[config.mk]
export PLATFORM = sky130hd
export DESIGN_NAME = bank_ctrl
export DESIGN_NICKNAME = d
export VERILOG_FILES = /design/src/dram_pkg.sv /design/src/timing_cntr.sv /design/src/bank_ctrl.sv
export SDC_FILE = /design/constraint.sdc
export NUM_CORES = 1
export LEC_CHECK = 0
export BUFFER_PORTS_ARGS = -buffer_cell sky130_fd_sc_hd__clkbuf_2
export CAP_MARGIN = 20
export CORE_MARGIN = 2
export CORE_UTILIZATION = 30
export CTS_BUF_LIST = sky130_fd_sc_hd__clkbuf_4 sky130_fd_sc_hd__clkbuf_8
export CTS_CLUSTER_SIZE = 28
export DETAILED_ROUTE_END_ITERATION = 8
export PLACE_DENSITY_LB_ADDON = 0.1
export SLEW_MARGIN = 20
export SYNTH_ARGS = -nofsm -noshare
export SYNTH_HDL_FRONTEND = slang
export SYNTH_SLANG_ARGS = --single-unit
[constraint.sdc]
create_clock -name clk -period 1.62 [get_ports clk]
set_input_delay 0.081 -clock clk [delete_from_list [all_inputs] [get_ports clk]]
set_output_delay 0.081 -clock clk [all_outputs]
set_load 0.01 [all_outputs]
[src/dram_pkg.sv]
package dram_pkg;

    // address fields, bank on top
    localparam int BA_WIDTH   = 2;
    localparam int RA_WIDTH   = 8;
    localparam int CA_WIDTH   = 6;
    localparam int ADDR_WIDTH = BA_WIDTH + RA_WIDTH + CA_WIDTH;

    localparam int T_WIDTH    = 5;   // all timing values and counters

    typedef enum logic [2:0] {
        CMD_NOP,
        CMD_ACT,
        CMD_RD,
        CMD_WR,
        CMD_PRE,
        CMD_REF
    } cmd_op_e;

    // host side, held until ready
    typedef struct packed {
        logic                  valid;
        logic                  wr;
        logic [ADDR_WIDTH-1:0] addr;
    } mem_req_t;

    typedef struct packed {
        logic                act;
        logic                rd;
        logic                wr;
        logic                pre;
        logic                refresh;
        logic [RA_WIDTH-1:0] ra;
        logic [CA_WIDTH-1:0] ca;
    } bank_req_t;

    typedef struct packed {
        logic act;
        logic rd;
        logic wr;
        logic pre;
        logic refresh;
    } bank_gnt_t;

    typedef struct packed {
        cmd_op_e             op;
        logic [BA_WIDTH-1:0] ba;
        logic [RA_WIDTH-1:0] ra;
        logic [CA_WIDTH-1:0] ca;
    } dram_cmd_t;

    // in clock cycles, each at least 1
    typedef struct packed {
        logic [T_WIDTH-1:0] t_rcd;
        logic [T_WIDTH-1:0] t_rp;
        logic [T_WIDTH-1:0] t_ras;
        logic [T_WIDTH-1:0] t_rfc;
        logic [T_WIDTH-1:0] t_rtp;
        logic [T_WIDTH-1:0] t_wtp;
    } timing_t;

endpackage

[src/timing_cntr.sv]
`timescale 1ns/1ps

module timing_cntr
    import dram_pkg::*;
(
    input  logic               clk,
    input  logic               rst_n,
    input  logic               load_i,
    input  logic [T_WIDTH-1:0] load_value_i,
    output logic               met_o
);

    logic [T_WIDTH-1:0] cnt;

    always_ff @(posedge clk) begin
        if (!rst_n) begin
            cnt <= '0;
        end else if (load_i) begin
            cnt <= load_value_i - 1'b1;  // grant cycle counts as the first one
        end else if (cnt != '0) begin
            cnt <= cnt - 1'b1;
        end
    end

    // zero means the constraint no longer blocks
    assign met_o = (cnt == '0);

endmodule

[src/bank_ctrl.sv]
`timescale 1ns/1ps

module bank_ctrl
    import dram_pkg::*;
(
    input  logic                clk,
    input  logic                rst_n,
    input  logic                valid_i,
    input  logic                wr_i,
    input  logic [RA_WIDTH-1:0] ra_i,
    input  logic [CA_WIDTH-1:0] ca_i,
    input  timing_t             timing_i,
    output logic                ready_o,
    input  logic                ref_req_i,
    output logic                ref_gnt_o,
    output bank_req_t           sched_req_o,
    input  bank_gnt_t           sched_gnt_i
);

    typedef enum logic {
        BANK_CLOSED,
        BANK_OPEN
    } bank_state_e;

    bank_state_e         state;
    logic [RA_WIDTH-1:0] open_ra;
    logic                row_hit;
    logic                rcd_met, rp_met, ras_met, rfc_met, rtp_met, wtp_met;

    assign row_hit = (open_ra == ra_i);

    // request flags depend on state and timers only, never on the grant
    always_comb begin
        sched_req_o    = '0;
        sched_req_o.ra = ra_i;
        sched_req_o.ca = ca_i;
        case (state)
            BANK_CLOSED: begin
                if (rp_met && rfc_met) begin
                    if (ref_req_i) begin
                        sched_req_o.refresh = 1'b1;  // refresh wins over a new access
                    end else if (valid_i) begin
                        sched_req_o.act = 1'b1;
                    end
                end
            end
            BANK_OPEN: begin
                if (valid_i) begin
                    if (row_hit) begin
                        if (rcd_met) begin
                            sched_req_o.rd = !wr_i;
                            sched_req_o.wr = wr_i;
                        end
                    end else if (ras_met && rtp_met && wtp_met) begin
                        sched_req_o.pre = 1'b1;  // row miss, close first
                    end
                end
            end
        endcase
    end

    always_ff @(posedge clk) begin
        if (!rst_n) begin
            state <= BANK_CLOSED;
        end else if (sched_gnt_i.act) begin
            state <= BANK_OPEN;
        end else if (sched_gnt_i.pre) begin
            state <= BANK_CLOSED;
        end
    end

    always_ff @(posedge clk) begin
        if (sched_gnt_i.act) begin
            open_ra <= ra_i;
        end
    end

    assign ready_o   = sched_gnt_i.rd | sched_gnt_i.wr;  // access issued this cycle
    assign ref_gnt_o = sched_gnt_i.refresh;

    timing_cntr u_rcd_cnt (
        .clk(clk), .rst_n(rst_n),
        .load_i(sched_gnt_i.act), .load_value_i(timing_i.t_rcd), .met_o(rcd_met)
    );
    timing_cntr u_rp_cnt (
        .clk(clk), .rst_n(rst_n),
        .load_i(sched_gnt_i.pre), .load_value_i(timing_i.t_rp), .met_o(rp_met)
    );
    timing_cntr u_ras_cnt (
        .clk(clk), .rst_n(rst_n),
        .load_i(sched_gnt_i.act), .load_value_i(timing_i.t_ras), .met_o(ras_met)
    );
    timing_cntr u_rfc_cnt (
        .clk(clk), .rst_n(rst_n),
        .load_i(sched_gnt_i.refresh), .load_value_i(timing_i.t_rfc), .met_o(rfc_met)
    );
    timing_cntr u_rtp_cnt (
        .clk(clk), .rst_n(rst_n),
        .load_i(sched_gnt_i.rd), .load_value_i(timing_i.t_rtp), .met_o(rtp_met)
    );
    timing_cntr u_wtp_cnt (
        .clk(clk), .rst_n(rst_n),
        .load_i(sched_gnt_i.wr), .load_value_i(timing_i.t_wtp), .met_o(wtp_met)
    );

    // the scheduler relies on a single outstanding command per bank
    a_one_req: assert property (@(posedge clk) disable iff (!rst_n)
        $onehot0({sched_req_o.act, sched_req_o.rd, sched_req_o.wr,
                  sched_req_o.pre, sched_req_o.refresh}));

endmodule

==> results of run 1 <==
[final cells by class]
class                           count  area (sq um)
Multi-Input combinational cell    151          1318
Sequential cell                    39         862.1
Fill cell                         720          4189
Timing Repair Buffer               96         568.0
Inverter                            2         7.507
Tap cell                           99         123.9
Clock buffer                        5         68.82
Clock inverter                      3         38.79
[power groups by stage]
stage,Combinational (uW),Sequential (uW),Clock [uW]
after floorplan,503,1200,0
after global placement,789,1220,0
after detailed placement,789,1220,0
after CTS,809,1200,841
after global routing,955,1230,867
final,852,1210,791
[layer usage]
layer	vias to the layer above	global-route usage, %	wire length (um)
met2	51	20.67	2264
li1	976	-	-
met1	836	16.87	2377
met4	0	3.799	46
met5	-	0	0
met3	4	3.970	261
[cell families after synthesis]
group / count (synthesis)
flip-flops: 39
XOR/XNOR: 8
multiplexers: 30
adder cells (fa/ha/maj): 6
AO/OA/AOI/OAI: 38
buffers and inverters: 24
AND/OR/NAND/NOR: 69
[worst max-delay path, cell delays in order, from the launching register on]
cell,delay [ns]
dfxtp_1,0.31
or4_4,0.53
or3_4,0.35
nor4b_2,0.20
buf_2,0.16
[path summary, 6_finish.rpt]
kind | start | to | slack, ns
max | u_rfc_cnt.cnt[4] | sched_req_o[18] | -0.31
min | ra_i[4] | open_ra[4] | 0.01
max reg2reg | u_rp_cnt.cnt[4] | u_rp_cnt.cnt[4] | 0.10
min reg2reg | u_wtp_cnt.cnt[4] | u_wtp_cnt.cnt[0] | 0.57
[state kept, by name, indices dropped and copies added (netlist names)]
name	cells
open_ra	8
state	1
u_ras_cnt.cnt	5
u_rcd_cnt.cnt	5
u_rfc_cnt.cnt	5
u_rp_cnt.cnt	5
u_rtp_cnt.cnt	5
u_wtp_cnt.cnt	5
[cells in the final DEF, fill, tap and decap left out, drive strengths merged]
cell type / instances
o31ai: 6
ha: 6
nor4: 2
or2: 8
nor3b: 6
nand2: 7
buf: 38
inv: 2
o21a: 1
or3: 2
nor3: 8
or4: 6
clkbuf: 62
nor4b: 7
nor4bb: 6
mux2i: 24
dfxtp: 31
bufinv: 1
dlygate4sd3: 1
xnor2: 8
clkinv: 2
edfxtp: 8
o2111a: 1
a31o: 6
mux2: 6
a21oi: 12
nand4: 8
nor2: 8
nor2b: 1
o311a: 6
o21ai: 6
[metrics by stage]
step	instance area, sq um	hold slack, ns	TNS (ns)	util [%]
6_report	2987	0.01292	-1.075	41.62
5_1_grt	2987	0.005304	-1.551	41.62
4_1_cts	2859	0.002593	-1.487	39.84
3_5_place_dp	2724	0.1621	-0.08991	37.96
3_3_place_gp	2724	0.1621	-0.05712	37.96
2_1_floorplan	2188	0.1799	-0.01334	-
[timing repair]
action	in CTS	in global routing
endpoints found under the hold margin	1	0
pin swaps	0	1
hold buffers	1	0
endpoints found under the setup margin	5	11
buffers inserted	0	0
resized for setup	4	29
==> impl_metrics.py, run 1 <==
metrics = {
    "synthesis": {
        "synth_simple_gate_area_share_pct": 20.70,
        "synthTopCellsByArea": "dfxtp_1, mux2i_1, edfxtp_1",
        "synth_xor_area_share_pct": 3.202,
        "synth_edf_count": 8,
        "synth_top_family_by_area": "simple AND/OR/NAND/NOR gates",
        "ys_ff_latch": 39,
        "synth_nets": 274,
        "ys_seq_area_share_pct": 39.34,
        "synthMuxAreaShare_pct": 14.07,
        "ys_async_sr_fraction_pct": 0,
        "yosysWarningCount": 0,
        "synthDistinctLibCells": 32,
        "synth.most_common_cell": "dfxtp_1",
        "synthAdderAreaFrac_pct": 3.431,
        "syn_area_sq_um": 2188,
        "synth_top_area_cell": "dfxtp_1",
        "synth_top_area_share_pct": 28.36,
        "synth_cells": 214,
        "syn-mean-instance-area_sq_um": 10.23,
        "synth_compound_area_share_pct": 12.24,
        "ys_top_cells_by_count": "dfxtp_1, mux2i_1, buf_4",
        "synth_ff_type": "dfxtp_1",
    },
    "die": {
        "fp.coreArea_sq_um": 7176,
        "rows": 31,
        "ios": 75,
        "die_height_um": 89.41,
        "fp.dieW_um": 89.41,
        "initial_core_util_pct": 30.50,
        "die_area_sq_um": 7993,
    },
    "global_route": {
        "antenna_found_initial": 0,
        "grt_use_total_pct": 12.95,
        "grt_pass1_wl_um": 7969,
        "grt_max_degree": 14,
        "grt-ovfl-total": 0,
        "first_global_vias": 1756,
    },
    "power": {
        "combPwrFrac_pct": 29.8,
        "power_uw": 2857,
        "powerDensity_nw_per_um2": 956.7,
        "vdd_drop_max_mv": 0.5679,
        "swShare_pct": 27.98,
        "seqPwrFrac_pct": 42.5,
        "p_sw_uw": 799.5,
        "intPower_uw": 2058,
        "p_leak_uw": 0.001284,
        "clkPwrFrac_pct": 27.7,
    },
    "route": {
        "vias": 1867,
        "drt_first_iter_violations": 49,
        "drc": 0,
        "routedWlPerCell_um": 12.53,
        "ant_nets": 0,
        "firstDrtPassIters": 4,
        "routed_wl_um": 4950,
        "viasPerCell": 4.727,
    },
    "setup_path": {
        "critical_path_class": "flop to output port",
        "crit_required_ns": 1.54,
        "worstPathArrival_ns": 1.84,
        "critical_path.startpoint_type": "flop",
        "ff2ff_path_depth": 5,
        "crit_path_end_kind": "output port",
        "cp_max_fo": 2,
    },
    "outcome": {
        "violations": "negative setup slack",
        "status": "finished with violations",
    },
    "placement": {
        "dp_cells": 386,
        "dp_hpwl_um": 3970,
        "gp_congestion": 0.7613,
        "place_ws_ns": -0.03909,
        "port_buffers": 62,
    },
    "sta": {
        "max_freq_mhz": 519.3,
        "maxSlewViolCount": 0,
        "worst_pin_slew_ns": 0.3242,
        "hold_viol": 0,
        "fin_crit_ns": 1.926,
        "fin_crit_sh_pct": 118.9,
        "rsz0062_at_grt": "yes",
        "relSlewSlack_pct": 77.77,
        "setup_viol": 5,
        "worst_clock_skew_ns": 0.003431,
        "fin_ws_ns": -0.3058,
    },
    "hold_path": {
        "hold_depth": 1,
        "hold_class": "input port to flop",
    },
    "final_layout": {
        "drive_gt1_share_pct": 51.01,
        "syn_to_final_growth_pct": 36.48,
        "layout.nets": 355,
        "final_cells": 395,
        "antennaDiodeCount": 0,
    },
    "cts": {
        "cts.root.buffer_cell": "clkbuf_8",
        "clk_transition_reported_paths_ns": 0.08,
        "clock_sinks": 39,
        "cts_buffer_depth": 2,
        "clock_latency_ns": 0.29,
        "tritoncts": "yes",
        "cts_buffers": 5,
        "h-tree-depth": 2,
    },
    "flow_run": {
        "max-cap-violations": 0,
    },
}
Note: power is estimated with default switching activity, not from simulation.
==> run 2: changes to the inputs <==
clock period = 1.9 ns   (was 1.62 ns; I/O delays follow)
==> run 2 against run 1 <==
  * Largest cell class unchanged
  * First-iteration DRC count grew 29%
  * The run still ends with negative setup slack left
  * Via count is 3.7% lower
  * Core utilization decreased by 3.4 points
  * Total power fell by 19%
  * Critical endpoint unchanged
==> impl_metrics.py, run 2 (synthesis results as in run 1) <==
metrics = {
    "outcome": {
        "status": "finished with violations",
        "violations": "negative setup slack",
    },
    "die": {
        "ios": 75,
        "initial_core_util_pct": 30.50,
        "die_area_sq_um": 7993,
        "fp.dieW_um": 89.41,
        "die_height_um": 89.41,
        "rows": 31,
        "fp.coreArea_sq_um": 7176,
    },
    "placement": {
        "port_buffers": 62,
        "dp_cells": 367,
        "dpl_cell_area_sq_um": 2581,
        "dp_hpwl_um": 3645,
        "place_ws_ns": 0.1931,
        "gp_congestion": 0.7565,
    },
    "power": {
        "vdd_drop_max_mv": 0.2918,
        "powerDensity_nw_per_um2": 846.6,
        "p_leak_uw": 0.001178,
    },
    "sta": {
        "maxSlewViolCount": 0,
        "setup_viol": 3,
        "rsz0062_at_grt": "yes",
        "fin_crit_ns": 1.952,
        "hold_viol": 0,
        "fin_ws_ns": -0.05151,
        "relSlewSlack_pct": 74.91,
        "max_freq_mhz": 512.4,
        "fin_crit_sh_pct": 102.7,
        "worst_clock_skew_ns": 0.003012,
        "worst_pin_slew_ns": 0.3712,
    },
    "global_route": {
        "grt_pass1_wl_um": 7479,
        "grt_use_total_pct": 12.14,
        "first_global_vias": 1652,
        "antenna_found_initial": 0,
        "grt_max_degree": 18,
        "grt-ovfl-total": 0,
    },
    "hold_path": {
        "hold_class": "input port to flop",
        "hold_depth": 1,
        "hold_end": "open_ra[4]",
        "hold_start": "ra_i[4]",
    },
    "setup_path": {
        "cp_slowest_cell": "or4_4",
        "critical_path_class": "flop to output port",
        "crit_path_end_kind": "output port",
        "path_buf_inv": 1,
        "worstPathArrival_ns": 1.86,
        "max_stage_delay_ns": 0.53,
        "rrSetupSlack_ns": 0.36,
        "critical_path.startpoint_type": "flop",
        "cp_top_family": "simple AND/OR/NAND/NOR gates",
        "reg2reg_to": "u_rfc_cnt.cnt[4]",
        "cp_max_fo": 2,
        "timing.rr.start": "u_rfc_cnt.cnt[1]",
        "ff2ff_path_depth": 5,
        "cp_cell_sequence": "or4_4, or3_4, nor4b_2, buf_2",
        "crit_required_ns": 1.80,
    },
    "final_layout": {
        "syn_to_final_growth_pct": 25.21,
        "layout.nets": 336,
        "drive_gt1_share_pct": 41.52,
        "antennaDiodeCount": 0,
        "regMostFlops": "open_ra",
        "final_util_pct": 38.19,
        "fin_area_sq_um": 2740,
        "largest_register_ffs": 8,
        "layout_common_cells": "clkbuf_2, dfxtp_1, mux2i_1, buf_4, a21oi_1",
        "final_cells": 376,
        "final_common_cell": "clkbuf_2",
    },
    "cts": {
        "clk_transition_reported_paths_ns": 0.08,
        "cts.root.buffer_cell": "clkbuf_8",
        "clock_latency_ns": 0.29,
        "clock_sinks": 39,
        "cts_buffer_depth": 2,
        "tritoncts": "yes",
        "cts_buffers": 5,
        "h-tree-depth": 2,
        "ctsHoldBuffers": 0,
    },
    "route": {
        "drt_first_iter_violations": 63,
        "viasPerCell": 4.782,
        "routed_wl_um": 4643,
        "ant_nets": 0,
        "routedWlPerCell_um": 12.35,
        "firstDrtPassIters": 4,
        "vias": 1798,
        "drc": 0,
    },
    "flow_run": {
        "max-cap-violations": 0,
    },
}
run 2: cell types whose count changed in the layout (fill, tap and decap cells not counted), sizes merged:
cell | before | now
buf | 38 | 18
clkbuf | 62 | 64
dlygate4sd3 | 1 | 0
run 2: worst register-to-register path: cells and delay by family, from the launching register on:
kind	cells	cell delay, ns
compound gates	1	0.10
simple gates	2	0.50
mux	1	0.23
flops	1	0.34
fa+ha+maj	1	0.26
run 2: report_power, final:
| group | total (uW) | switching, uW | internal [uW] |
|---|---|---|---|
| Combinational | 615 | 287 | 328 |
| Clock | 676 | 292 | 385 |
| Sequential | 1030 | 72.8 | 956 |
| Total | 2320 | 651 | 1670 |
run 2: worst max-delay path by stage:
stage,from,endpoint,slack [ns],cells after the start
6_report,u_rfc_cnt.cnt[4],sched_req_o[18],-0.05,4
5_1_grt,u_rfc_cnt.cnt[4],sched_req_o[18],-0.13,4
4_1_cts,u_rfc_cnt.cnt[4],sched_req_o[18],-0.08,4
3_5_place_dp,u_rcd_cnt.cnt[0],sched_req_o[16],0.19,4
3_3_place_gp,u_rp_cnt.cnt[4],sched_req_o[18],0.21,4
2_1_floorplan,u_rcd_cnt.cnt[0],sched_req_o[16],0.26,3
run 2: per-stage QoR:
step                      hold WS, ns  total power [uW]  setup TNS [ns]
after detailed placement       0.1901              1632               0
final                         0.02307              2320        -0.07510
after global placement         0.1901              1638               0
after global routing          0.01867              2479         -0.4260
after floorplan                0.1939              1452               0
after CTS                     0.01710              2353         -0.1270
run 2: routing by layer:
metal	wire length, um	vias up	part of all wire [%]	global-route usage, %
li1	-	937	-	-
met1	2327	798	50	15.83
met2	2001	58	43	19.19
met3	252	5	5.4	3.509
met4	63	0	1.4	4.206
met5	0	-	0	0
run 2: what timing repair did:
action | CTS | global route
gates resized for setup | 6 | 6
pin swaps | 1 | 0
buffers inserted | 1 | 0
endpoints found under the setup margin | 4 | 5
run 2: final cells by class:
type | count | area (sq um)
Multi-Input combinational cell | 151 | 1216
Tap cell | 99 | 123.9
Timing Repair Buffer | 77 | 422.9
Sequential cell | 39 | 862.1
Inverter | 2 | 7.507
Clock buffer | 5 | 68.82
Clock inverter | 3 | 38.79
Fill cell | 731 | 4436
==> run 3: changes to the inputs <==
SYNTH_HIERARCHICAL = 1   (was unset)
==> run 3 against run 2 <==
  * The flow now finishes without violations
  * Sequential power about the same
  * Largest cell class unchanged
  * Sequential share of layout area is 1.8 points lower
  * Via count rose by 7.3%
  * Critical path depth rose by 2
  * Global-route usage down 0.35 points
==> impl_metrics.py, run 3 <==
metrics = {
    "route": {
        "ant_nets": 0,
        "routedWlPerCell_um": 12.04,
        "viasPerCell": 4.628,
        "vias": 1930,
        "routed_wl_um": 5022,
        "drt_first_iter_violations": 52,
        "firstDrtPassIters": 4,
        "drc": 0,
    },
    "die": {
        "ios": 75,
        "fp.coreArea_sq_um": 7767,
        "die_height_um": 93.67,
        "fp.dieW_um": 93.67,
        "die_area_sq_um": 8774,
        "initial_core_util_pct": 31.06,
        "rows": 32,
    },
    "synthesis": {
        "synth_nets": 314,
        "synth_top_area_share_pct": 25.73,
        "synthDistinctLibCells": 29,
        "synth_cells": 254,
        "synth_simple_gate_area_share_pct": 21.58,
        "yosysWarningCount": 6,
        "synth_top_area_cell": "dfxtp_1",
        "syn_area_sq_um": 2412,
        "synthTopCellsByArea": "dfxtp_1, xnor2_1, edfxtp_1",
        "synth.most_common_cell": "xnor2_1",
        "ys_seq_area_share_pct": 35.68,
        "synth_xor_area_share_pct": 13.80,
        "ys_async_sr_fraction_pct": 0,
        "synth_compound_area_share_pct": 8.714,
        "ys_top_cells_by_count": "xnor2_1, dfxtp_1, nor2_1, nor3b_1, mux2i_1",
        "ys_ff_latch": 39,
        "synth_top_family_by_area": "simple AND/OR/NAND/NOR gates",
        "synth_edf_count": 8,
        "syn-mean-instance-area_sq_um": 9.497,
        "synth_ff_type": "dfxtp_1",
        "synthAdderAreaFrac_pct": 3.112,
        "synthMuxAreaShare_pct": 7.469,
    },
    "global_route": {
        "antenna_found_initial": 0,
        "grt-ovfl-total": 0,
        "first_global_vias": 1875,
        "grt_pass1_wl_um": 8328,
        "grt_use_total_pct": 11.79,
        "grt_max_degree": 26,
    },
    "setup_path": {
        "critical_path.startpoint_type": "flop",
        "cp_top_family": "simple AND/OR/NAND/NOR gates",
        "cp_max_fo": 3,
        "crit_required_ns": 1.80,
        "critical_path_class": "flop to output port",
        "max_stage_delay_ns": 0.46,
        "path_buf_inv": 2,
        "worstPathArrival_ns": 1.80,
        "cp_slowest_cell": "or4_4",
        "cp_cell_sequence": "or2_0, or4_4, clkinv_4, nand4_1, nor4_2, clkbuf_2",
        "crit_path_end_kind": "output port",
    },
    "sta": {
        "setup_viol": 0,
        "worst_pin_slew_ns": 0.4436,
        "fin_crit_ns": 1.891,
        "max_freq_mhz": 528.7,
        "maxSlewViolCount": 0,
        "fin_crit_sh_pct": 99.55,
        "fin_ws_ns": 0.008553,
        "hold_viol": 0,
        "relSlewSlack_pct": 70.12,
        "rsz0062_at_grt": "yes",
        "whs_ns": 0.02128,
        "worst_clock_skew_ns": 0.004374,
        "fin_setup_tns_ns": 0,
    },
    "placement": {
        "place_ws_ns": 0.2467,
        "gp_congestion": 0.7211,
        "dp_hpwl_um": 3912,
        "dp_cells": 403,
        "port_buffers": 62,
    },
    "final_layout": {
        "fillCellCount": 840,
        "layout_common_cells": "clkbuf_2, xnor2_1, dfxtp_1, nor3b_1",
        "final_cells": 417,
        "layout.nets": 374,
        "antennaDiodeCount": 0,
        "drive_gt1_share_pct": 34.60,
        "multi_input_area_sq_um": 1369,
        "largest_register_ffs": 8,
        "syn_to_final_growth_pct": 21.68,
        "final_common_cell": "clkbuf_2",
        "register_area_sq_um": 872.1,
        "final_util_pct": 37.79,
        "regMostFlops": "open_ra",
    },
    "flow_run": {
        "max-cap-violations": 0,
    },
    "outcome": {
        "status": "completed",
    },
    "cts": {
        "cts.root.buffer_cell": "clkbuf_8",
        "cts_buffer_depth": 2,
        "clk_transition_reported_paths_ns": 0.08,
        "tritoncts": "yes",
        "ctsHoldBuffers": 0,
        "clock_sinks": 39,
        "h-tree-depth": 2,
        "clock_latency_ns": 0.29,
        "cts_buffers": 5,
    },
    "power": {
        "powerDensity_nw_per_um2": 861.7,
        "p_leak_uw": 0.001251,
        "vdd_drop_max_mv": 0.3374,
    },
    "hold_path": {
        "hold_class": "input port to flop",
    },
}
-- run 3: routing by layer --
layer  track usage, %  up-vias  part of all wire, %  routed length [um]
li1                 -      999                    -                   -
met1            15.16      880                   46                2291
met2            19.06       43                   46                2306
met3            3.451        8                  6.1                 304
met4            3.744        0                  2.4                 120
met5                0        -                    0                   0
-- run 3: cell type report --
cell class	instances	area share [%]
Clock buffer	5	2.344
Clock inverter	3	1.321
Inverter	12	2.003
Multi-Input combinational cell	182	46.63
Sequential cell	39	29.71
Tap cell	102	4.348
Timing Repair Buffer	74	13.64
-- run 3: path summary, 6_finish.rpt --
check / start / to / slack [ns] / cells after the start
max: u_rcd_cnt/cnt[1] / sched_req_o[16] / 0.009 / 6
min: ra_i[2] / open_ra[2] / 0.02 / 1
min reg2reg: u_ras_cnt/cnt[0] / u_ras_cnt/cnt[0] / 0.57 / 3
max reg2reg: u_rp_cnt/cnt[0] / u_rp_cnt/cnt[4] / 0.36 / 5
-- run 3: kinds of logic (layout without fill, tap and decap cells) --
kind of cell	Yosys count	in the layout
compound gates	32	32
xor+xnor	38	38
simple gates	88	88
mux	18	18
fa+ha+maj	6	6
buf+inv	33	94
flops	39	39
-- run 3: power breakdown --
part           internal, uW  leakage, uW  total (uW)  switching [uW]
Clock                   385    0.0000556         675             290
Sequential              967     0.000338        1050            84.3
Combinational           416     0.000857         804             387
-- run 3: timing repair --
action | in CTS | in global routing
pin swaps | 0 | 0
hold endpoints to repair | 0 | 0
setup endpoints to repair | 5 | 5
resized for setup | 10 | 15
buffers inserted | 3 | 3
gates cloned | 0 | 0
-- run 3: metrics by stage --
step                area, sq um  power [uW]
floorplan                  2412        1619
global placement           2715        1792
detailed placement         2715        1785
CTS                        2875        2511
global route               2935        2704
finish                     2935        2530
